File: src/board_cfg_pkg.sv
package board_cfg_pkg;

    ////////////////////
    // trigger opcodes
    ////////////////////

    // opcode sent with each trigger strobe
    // value 3 is spare and loads nothing
    typedef enum logic [1:0]
    {
        TRIG_NONE     = 2'd0,
        TRIG_HALF_CNT = 2'd1,
        TRIG_BLK_SIZE = 2'd2
    } trig_op_e;

    // data word that travels with the strobe
    localparam int unsigned TRIG_DATA_W = 16;

    ////////////////////
    // configuration
    ////////////////////

    // divider register width
    localparam int unsigned HALF_CNT_W = 16;

    // tick period is half_cnt + 1 clocks, so 4 clocks out of reset
    localparam logic [HALF_CNT_W-1:0] HALF_CNT_DEFAULT = 16'd3;

    // ring block size out of reset
    // gives a lag of 15 ticks
    localparam int unsigned BLK_SIZE_DEFAULT = 20;

endpackage

File: src/spike_path_pkg.sv
package spike_path_pkg;

    ////////////////////
    // ring buffer
    ////////////////////

    localparam int unsigned RING_ADDR_W = 8;
    localparam int unsigned RING_DEPTH  = 2 ** RING_ADDR_W;

    typedef logic [RING_ADDR_W-1:0] ring_addr_t;

    // write side lead before the read side starts
    localparam ring_addr_t READ_WRITE_DIFF = 8'd5;

    // fill until the lead is built, then stream
    typedef enum logic
    {
        RING_FILL = 1'b0,
        RING_RUN  = 1'b1
    } ring_state_e;

    ////////////////////
    // counting window
    ////////////////////

    localparam int unsigned COUNT_W = 16;

    typedef logic [COUNT_W-1:0] spike_count_t;

    // neuron ticks per counting window
    localparam int unsigned TICKS_PER_WINDOW = 8;
    localparam int unsigned WIN_CNT_W        = $clog2(TICKS_PER_WINDOW);

    typedef logic [WIN_CNT_W-1:0] win_cnt_t;

    // index of the last tick in a window
    localparam win_cnt_t WIN_LAST = win_cnt_t'(TICKS_PER_WINDOW - 1);

endpackage

File: src/ring_addr_if.sv
`timescale 1ns/1ps

interface ring_addr_if;

    // write strobe, already qualified by the tick
    logic                       wr_en;
    spike_path_pkg::ring_addr_t wr_addr;
    spike_path_pkg::ring_addr_t rd_addr;
    // high once the ring has filled
    logic                       rd_valid;

    // address generator side
    modport gen (output wr_en, output wr_addr, output rd_addr, output rd_valid);

    // memory stage side, both stages share one generator
    modport stage (input wr_en, input wr_addr, input rd_addr, input rd_valid);

endinterface

File: src/config_regs.sv
`timescale 1ns/1ps

module config_regs
(
    input  logic                                    ep50trig,
    input  logic                                    reset_sim,
    input  logic                                    i_trig_valid,
    input  board_cfg_pkg::trig_op_e                 i_trig_op,
    input  logic [board_cfg_pkg::TRIG_DATA_W-1:0]   i_trig_data,
    output logic [board_cfg_pkg::HALF_CNT_W-1:0]    o_half_cnt,
    output spike_path_pkg::ring_addr_t              o_blk_size
);

    ////////////////////
    // trigger decode
    ////////////////////

    // one strobe loads one register
    // new value shows on the next clock
    always_ff @(posedge ep50trig or posedge reset_sim)
    begin
        if (reset_sim)
        begin
            o_half_cnt <= board_cfg_pkg::HALF_CNT_DEFAULT;
            o_blk_size <= spike_path_pkg::ring_addr_t'(board_cfg_pkg::BLK_SIZE_DEFAULT);
        end
        else if (i_trig_valid)
        begin
            case (i_trig_op)
                // tick divider, full data word
                board_cfg_pkg::TRIG_HALF_CNT:
                begin
                    o_half_cnt <= i_trig_data;
                end
                // block size, low byte only
                board_cfg_pkg::TRIG_BLK_SIZE:
                begin
                    o_blk_size <= i_trig_data[spike_path_pkg::RING_ADDR_W-1:0];
                end
                // TRIG_NONE and the spare code
                default:
                begin
                    o_half_cnt <= o_half_cnt;
                    o_blk_size <= o_blk_size;
                end
            endcase
        end
    end

endmodule

File: src/ring_addr_gen.sv
`timescale 1ns/1ps

module ring_addr_gen
(
    input  logic                        ep50trig,
    input  logic                        reset_sim,
    input  logic                        i_tick,
    input  spike_path_pkg::ring_addr_t  i_blk_size,
    ring_addr_if.gen                    ring
);

    spike_path_pkg::ring_state_e    state;
    spike_path_pkg::ring_addr_t     wr_addr;
    spike_path_pkg::ring_addr_t     rd_addr;
    spike_path_pkg::ring_addr_t     blk_size_copy;
    spike_path_pkg::ring_addr_t     wr_addr_next;
    spike_path_pkg::ring_addr_t     rd_addr_next;
    spike_path_pkg::ring_addr_t     fill_mark;
    logic                           blk_changed;

    // restart when the block size moves
    assign blk_changed = (i_blk_size != blk_size_copy);

    // both indices wrap after blk_size
    assign wr_addr_next = (wr_addr == blk_size_copy) ? '0 : wr_addr + 1'b1;
    assign rd_addr_next = (rd_addr == blk_size_copy) ? '0 : rd_addr + 1'b1;

    // lag of the ring in ticks
    assign fill_mark = blk_size_copy - spike_path_pkg::READ_WRITE_DIFF;

    ////////////////////
    // ring fsm
    ////////////////////

    always_ff @(posedge ep50trig or posedge reset_sim)
    begin
        if (reset_sim)
        begin
            state         <= spike_path_pkg::RING_FILL;
            wr_addr       <= '0;
            rd_addr       <= '0;
            blk_size_copy <= spike_path_pkg::ring_addr_t'(board_cfg_pkg::BLK_SIZE_DEFAULT);
        end
        else if (i_tick)
        begin
            if (blk_changed)
            begin
                // drop the old contents, refill with the new size
                state         <= spike_path_pkg::RING_FILL;
                wr_addr       <= '0;
                rd_addr       <= '0;
                blk_size_copy <= i_blk_size;
            end
            else
            begin
                wr_addr <= wr_addr_next;
                case (state)
                    spike_path_pkg::RING_FILL:
                    begin
                        // lead reached, read side steps off slot 0 here
                        if (wr_addr_next == fill_mark)
                        begin
                            state   <= spike_path_pkg::RING_RUN;
                            rd_addr <= rd_addr_next;
                        end
                    end
                    default:
                    begin
                        rd_addr <= rd_addr_next;
                    end
                endcase
            end
        end
    end

    // no write on the restart tick
    assign ring.wr_en    = i_tick && !blk_changed;
    assign ring.wr_addr  = wr_addr;
    assign ring.rd_addr  = rd_addr;
    assign ring.rd_valid = (state == spike_path_pkg::RING_RUN);

endmodule

File: src/spike_counter.sv
`timescale 1ns/1ps

module spike_counter
(
    input  logic                            ep50trig,
    input  logic                            reset_sim,
    input  logic                            i_tick,
    input  logic                            i_window_end,
    input  logic                            i_spike,
    output spike_path_pkg::spike_count_t    o_count,
    output logic                            o_count_valid
);

    // running total of the open window
    spike_path_pkg::spike_count_t   acc;
    spike_path_pkg::spike_count_t   acc_next;

    // spike bit sampled on this tick
    assign acc_next = acc + spike_path_pkg::spike_count_t'(i_spike);

    ////////////////////
    // window count
    ////////////////////

    always_ff @(posedge ep50trig or posedge reset_sim)
    begin
        if (reset_sim)
        begin
            acc           <= '0;
            o_count       <= '0;
            o_count_valid <= 1'b0;
        end
        else
        begin
            // single cycle pulse
            o_count_valid <= 1'b0;
            if (i_tick)
            begin
                if (i_window_end)
                begin
                    // total includes the closing tick
                    o_count       <= acc_next;
                    o_count_valid <= 1'b1;
                    acc           <= '0;
                end
                else
                begin
                    acc <= acc_next;
                end
            end
        end
    end

endmodule

File: src/spike_delay_top.sv
`timescale 1ns/1ps

module spike_delay_top
(
    input  logic                                    ep50trig,
    input  logic                                    reset_sim,
    input  logic                                    i_trig_valid,
    input  board_cfg_pkg::trig_op_e                 i_trig_op,
    input  logic [board_cfg_pkg::TRIG_DATA_W-1:0]   i_trig_data,
    input  logic                                    i_spike,
    output logic                                    o_tick,
    output logic                                    o_spike_delayed,
    output logic                                    o_spike_delayed_twice,
    output spike_path_pkg::spike_count_t            o_count_raw,
    output spike_path_pkg::spike_count_t            o_count_delayed,
    output spike_path_pkg::spike_count_t            o_count_delayed_twice,
    output logic                                    o_count_valid
);

    logic [board_cfg_pkg::HALF_CNT_W-1:0]   half_cnt;
    spike_path_pkg::ring_addr_t             blk_size;
    logic                                   window_end;

    // shared ring addresses
    ring_addr_if ring ();

    ////////////////////
    // config and ticks
    ////////////////////

    config_regs u_config_regs
    (
        .ep50trig     (ep50trig),
        .reset_sim    (reset_sim),
        .i_trig_valid (i_trig_valid),
        .i_trig_op    (i_trig_op),
        .i_trig_data  (i_trig_data),
        .o_half_cnt   (half_cnt),
        .o_blk_size   (blk_size)
    );

    tick_gen u_tick_gen
    (
        .ep50trig     (ep50trig),
        .reset_sim    (reset_sim),
        .i_half_cnt   (half_cnt),
        .o_tick       (o_tick),
        .o_window_end (window_end)
    );

    ////////////////////
    // delay line
    ////////////////////

    ring_addr_gen u_ring_addr_gen
    (
        .ep50trig   (ep50trig),
        .reset_sim  (reset_sim),
        .i_tick     (o_tick),
        .i_blk_size (blk_size),
        .ring       (ring.gen)
    );

    // first lag
    spike_ram_stage u_stage_1
    (
        .ep50trig        (ep50trig),
        .reset_sim       (reset_sim),
        .i_tick          (o_tick),
        .i_spike         (i_spike),
        .ring            (ring.stage),
        .o_spike_delayed (o_spike_delayed)
    );

    // second lag fed from the first
    spike_ram_stage u_stage_2
    (
        .ep50trig        (ep50trig),
        .reset_sim       (reset_sim),
        .i_tick          (o_tick),
        .i_spike         (o_spike_delayed),
        .ring            (ring.stage),
        .o_spike_delayed (o_spike_delayed_twice)
    );

    ////////////////////
    // counters
    ////////////////////

    // raw counter also supplies the shared valid pulse
    spike_counter u_count_raw
    (
        .ep50trig      (ep50trig),
        .reset_sim     (reset_sim),
        .i_tick        (o_tick),
        .i_window_end  (window_end),
        .i_spike       (i_spike),
        .o_count       (o_count_raw),
        .o_count_valid (o_count_valid)
    );

    // same window timing as the raw counter
    spike_counter u_count_delayed
    (
        .ep50trig      (ep50trig),
        .reset_sim     (reset_sim),
        .i_tick        (o_tick),
        .i_window_end  (window_end),
        .i_spike       (o_spike_delayed),
        .o_count       (o_count_delayed),
        .o_count_valid ()
    );

    spike_counter u_count_delayed_twice
    (
        .ep50trig      (ep50trig),
        .reset_sim     (reset_sim),
        .i_tick        (o_tick),
        .i_window_end  (window_end),
        .i_spike       (o_spike_delayed_twice),
        .o_count       (o_count_delayed_twice),
        .o_count_valid ()
    );

endmodule

File: src/spike_ram_stage.sv
`timescale 1ns/1ps

module spike_ram_stage
(
    input  logic        ep50trig,
    input  logic        reset_sim,
    input  logic        i_tick,
    input  logic        i_spike,
    ring_addr_if.stage  ring,
    output logic        o_spike_delayed
);

    // one bit per ring slot
    logic   spike_mem [0:spike_path_pkg::RING_DEPTH-1];
    logic   rd_bit;

    always_ff @(posedge ep50trig)
    begin
        if (ring.wr_en)
            spike_mem[ring.wr_addr] <= i_spike;
    end

    // same slot on both sides only at a lag of one tick
    // the incoming bit is the one wanted there
    assign rd_bit = (ring.wr_en && (ring.wr_addr == ring.rd_addr)) ? i_spike
                                                                   : spike_mem[ring.rd_addr];

    // output moves on ticks only
    // 0 while the ring is not streaming
    always_ff @(posedge ep50trig or posedge reset_sim)
    begin
        if (reset_sim)
        begin
            o_spike_delayed <= 1'b0;
        end
        else if (i_tick)
        begin
            if (ring.rd_valid)
                o_spike_delayed <= rd_bit;
            else
                o_spike_delayed <= 1'b0;
        end
    end

endmodule

File: src/tick_gen.sv
`timescale 1ns/1ps

module tick_gen
(
    input  logic                                    ep50trig,
    input  logic                                    reset_sim,
    input  logic [board_cfg_pkg::HALF_CNT_W-1:0]    i_half_cnt,
    output logic                                    o_tick,
    output logic                                    o_window_end
);

    logic [board_cfg_pkg::HALF_CNT_W-1:0]   div_cnt;
    spike_path_pkg::win_cnt_t               win_cnt;

    // tick at the top of the divider count
    // >= also catches a divider lowered below the running count
    assign o_tick = (div_cnt >= i_half_cnt);

    // last tick of each window
    assign o_window_end = o_tick && (win_cnt == spike_path_pkg::WIN_LAST);

    ////////////////////
    // counters
    ////////////////////

    always_ff @(posedge ep50trig or posedge reset_sim)
    begin
        if (reset_sim)
        begin
            div_cnt <= '0;
            win_cnt <= '0;
        end
        else if (o_tick)
        begin
            // divider wraps, new half_cnt takes hold from here
            div_cnt <= '0;
            if (o_window_end)
                win_cnt <= '0;
            else
                win_cnt <= win_cnt + 1'b1;
        end
        else
        begin
            div_cnt <= div_cnt + 1'b1;
        end
    end

endmodule
File: config.mk
export PLATFORM = sky130hd
export DESIGN_NAME = spike_delay_top
export DESIGN_NICKNAME = d
export VERILOG_FILES = /design/src/board_cfg_pkg.sv /design/src/spike_path_pkg.sv /design/src/ring_addr_if.sv /design/src/config_regs.sv /design/src/ring_addr_gen.sv /design/src/spike_counter.sv /design/src/spike_delay_top.sv /design/src/spike_ram_stage.sv /design/src/tick_gen.sv
export SDC_FILE = /design/constraint.sdc
export NUM_CORES = 1
export LEC_CHECK = 0
export ABC_AREA = 1
export ABC_CLOCK_PERIOD_IN_PS = 5880
export BUFFER_PORTS_ARGS = -buffer_cell sky130_fd_sc_hd__clkbuf_2
export CORE_MARGIN = 2
export CORE_UTILIZATION = 45
export CTS_CLUSTER_DIAMETER = 120
export DETAILED_ROUTE_END_ITERATION = 16
export MAX_ROUTING_LAYER = met4
export PLACE_DENSITY = 0.71
export SYNTH_ARGS = -nofsm -noshare
export SYNTH_HDL_FRONTEND = slang
export SYNTH_SLANG_ARGS = --single-unit
export TNS_END_PERCENT = 1
File: constraint.sdc
create_clock -name ep50trig -period 5.88 [get_ports ep50trig]
set_input_delay 0.588 -clock ep50trig [delete_from_list [all_inputs] [get_ports ep50trig]]
set_output_delay 0.588 -clock ep50trig [all_outputs]
set_load 0.05 [all_outputs]
==> results.sh <==
export IMPL_status="completed"
export IMPL_n_fill_cell=5970
export IMPL_worstSetupPathType="flop to flop"
export IMPL_drt_iter0_drc=2227
export IMPL_rr_startpoint="u_ring_addr_gen.ring.rd_addr[0]"
export IMPL_drtAntennaViolNets=0
export IMPL_endpoint_kind="flop"
export IMPL_yosysTopAreaCell="edfxtp_1"
export IMPL_die_w_um=265
export IMPL_fin_crit_sh_pct=61.4
export IMPL_critPathMaxFanout=130
export IMPL_synth_seq_cells=679
export IMPL_total_power_mw=9.83
export IMPL_arrival_ns=4.14
export IMPL_cts_setup_buffers=0
export IMPL_cts_tree="yes"
export IMPL_final_common_cell="nand2_1"
export IMPL_cp_cell_sequence="inv_6 -> buf_12 -> nand2_1 -> nand3_1 -> nand3_1 -> nand3_1 -> nand2_1 -> a21oi_1 -> nand2_1 -> nand3_1 -> nand3_1 -> nand3_1 -> nand2_1 -> nand2_1"
export IMPL_area_delta_synth_final_pct=10.3
export IMPL_place_hpwl_um=42800
export IMPL_grt_max_degree=131
export IMPL_cts_resized_gates=0
export IMPL_ys_types=45
export IMPL_power_frac_clock_pct=44.9
export IMPL_relSlewSlack_pct=27.5
export IMPL_fp_row_count=95
export IMPL_cts_hold_fix_buffers=0
export IMPL_grt_pass1_wl_um=116000
export IMPL_final_setup_worst_slack_ns=2.27
export IMPL_grt_pass1_vias=21624
export IMPL_synth_avg_cell_area_um2=9.89
export IMPL_netlist_top_cells_area="edfxtp_1, dfrtp_1, nand2_1"
export IMPL_via_per_inst=5.53
export IMPL_cpMostUsedCell="nand3_1"
export IMPL_dp_worst_setup_slack_ns=2.37
export IMPL_dieArea_um2=70100
export IMPL_synth_compound_area_share_pct=2.62
export IMPL_synthMuxAreaShare_pct=0
export IMPL_power_frac_seq_pct=53.0
export IMPL_gp_congestion=0.872
export IMPL_clkSinkCount=679
export IMPL_final_setup_tns_ns=0
export IMPL_die_h_um=265
export IMPL_drcViolationCount=0
export IMPL_maxCapViolCount=0
export IMPL_grt_util_all_layers_pct=21.6
export IMPL_synthXorXnorAreaFrac_pct=1.86
export IMPL_dr_pass1_iters=6
export IMPL_clkTransAtPathRegs_ns=0.06
export IMPL_worst_pin_slew_ns=1.09
export IMPL_route_final_wire_length_um=73900
export IMPL_ys_seq_area_share_pct=63.9
export IMPL_drive_above_1_share_pct=8.23
export IMPL_most_common_layout_cells="nand2_1, nand3_1, edfxtp_1, nor2_1, inv_1"
export IMPL_netlist_area_leader_share_pct=50.2
export IMPL_nets=3135
export IMPL_critPathRequiredTime_ns=6.41
export IMPL_clock_path_buffers=3
export IMPL_syn_nets=3146
export IMPL_synthAdderAreaFrac_pct=1.27
export IMPL_finalCriticalPeriod_ns=3.61
export IMPL_cts_root_buf="clkbuf_16"
export IMPL_dpl_cell_area_um2=31500
export IMPL_rsz0062_at_grt="false"
export IMPL_cp_start_kind="flop"
export IMPL_clkLatencyLatePin_ns=0.61
export IMPL_synth_simple_gate_area_share_pct=25.6
export IMPL_htree_num_levels=3
export IMPL_slew_viol_final=0
export IMPL_syn_instance_count=3093
export IMPL_portBuffers=73
export IMPL_cts_buffers=69
export IMPL_yosys_warnings=0
export IMPL_antennaDiodeCount=0
export IMPL_vias=22186
export IMPL_p_comb_share_pct=2.0
export IMPL_antenna_found_initial=0
export IMPL_swShare_pct=20.4
export IMPL_dpl_cell_count=3884
export IMPL_io_pin_count=74
export IMPL_coreArea_um2=67300
export IMPL_gr_total_overflow=0
export IMPL_hold_path_class="input pin to asynchronous set/reset pin"
export IMPL_start_util_pct=45.5
export IMPL_regArea_um2=19600
export IMPL_cpPeakStageDelay_ns=0.82
export IMPL_ir_drop_mv=0.184
export IMPL_synth_area_um2=30600
export IMPL_max_freq_mhz=277
export IMPL_cp_slowest_cell="inv_6"
export IMPL_cp_startpoint="u_ring_addr_gen.ring.rd_addr[0]"
export IMPL_synth_top_family_by_area="simple AND/OR/NAND/NOR gates"
export IMPL_final_cell_area_um2=33800
export IMPL_setup_violations=0
export IMPL_power_net_switching_mw=2.00
export IMPL_power_density_nw_per_um2=291
export IMPL_internal_power_mw=7.83
export IMPL_wire_per_inst_um=18.4
export IMPL_skew_ns=0.0176
export IMPL_leakage_nw=13.6
export IMPL_final_cells=4009
export IMPL_multi_input_area_um2=9580
export IMPL_hold_violations=0
-- critical path: cells and delay by family, from the launching register on --
family                 cells  cell delay [ns]
buffers and inverters      2             1.34
flip-flops                 1             0.76
AND/OR/NAND/NOR           11             1.13
AO/OA/AOI/OAI              1             0.16
-- sequential cells by signal, indices dropped and copies added (netlist names) --
name	flops
u_config_regs.o_half_cnt	16
u_tick_gen.div_cnt	16
u_stage_2.o_spike_delayed	1
u_count_raw.o_count	16
u_count_raw.acc	16
u_ring_addr_gen.ring.rd_valid	1
u_ring_addr_gen.blk_size_copy	8
u_count_raw.o_count_valid	1
u_config_regs.o_blk_size	8
u_count_delayed.o_count	16
u_count_delayed.acc	16
u_ring_addr_gen.ring.rd_addr	8
u_count_delayed_twice.o_count	16
u_tick_gen.win_cnt	3
u_stage_2.spike_mem	256
u_ring_addr_gen.ring.wr_addr	8
u_stage_1.o_spike_delayed	1
u_stage_1.spike_mem	256
u_count_delayed_twice.acc	16
-- stage by stage --
step	util (%)	hold slack [ns]
5_1_grt	50.2	0.211
3_5_place_dp	46.8	0.465
3_3_place_gp	46.8	0.465
6_report	50.2	0.172
2_1_floorplan	-	0.446
4_1_cts	50.2	0.187
-- per-layer routing --
metal | up-vias | routed length [µm] | GRT usage, %
li1 | 10395 | - | -
met1 | 10728 | 30100 | 27.2
met2 | 902 | 35600 | 35.6
met4 | 0 | 2280 | 7.44
met5 | - | 0 | -
met3 | 161 | 5970 | 3.63
-- path summary, 6_finish.rpt --
kind	endpoint	slack, ns	depth (start not counted)
setup / recovery	u_stage_1.o_spike_delayed	2.27	14
hold / removal	u_config_regs.o_half_cnt[9]	0.17	2
setup reg to reg	u_stage_1.o_spike_delayed	2.27	14
hold reg to reg	u_count_delayed.o_count[4]	0.48	2
max in group asynchronous	u_count_delayed_twice.o_count[3]	4.31	3
min in group ep50trig	u_config_regs.o_half_cnt[0]	0.21	3
-- kinds of logic after synthesis --
group,count (synthesis)
fa+ha+maj,31
buf+inv,356
flops,679
simple gates,1830
xor+xnor,64
compound gates,133
-- cell type report --
type | instances | area share [%]
clock buffer | 82 | 5.41
clock inverter | 43 | 1.31
inverter | 177 | 2.01
multi-input combinational | 2058 | 28.4
sequential | 679 | 58.0
tap | 873 | 3.24
timing repair buffer | 97 | 1.67
-- cells in the mapped netlist (all sizes together) --
cell / n
nand2: 907
nand3: 521
edfxtp: 512
nor2: 331
inv: 175
dfrtp: 161
buf: 96
clkbuf: 83
a22oi: 43
xor2: 43
o21ai: 38
a21oi: 35
ha: 31
nor3: 29
nand4: 26
xnor2: 21
o22ai: 9
nor4: 7
dfstp: 6
nor3b: 5
o21bai: 3
a31oi: 2
clkinv: 2
nand3b: 2
o21a: 2
and3: 1
o211ai: 1
or2: 1
-- power groups by stage --
stage / Clock (mW) / Combinational, mW / Sequential (mW)
2_1_floorplan: 0 / 0.129 / 5.31
5_1_grt: 4.65 / 0.231 / 5.22
6_report: 4.42 / 0.198 / 5.21
4_1_cts: 4.47 / 0.200 / 5.21
3_3_place_gp: 0 / 0.193 / 5.31
3_5_place_dp: 0 / 0.199 / 5.31
Power figures use the tool's default switching activity.
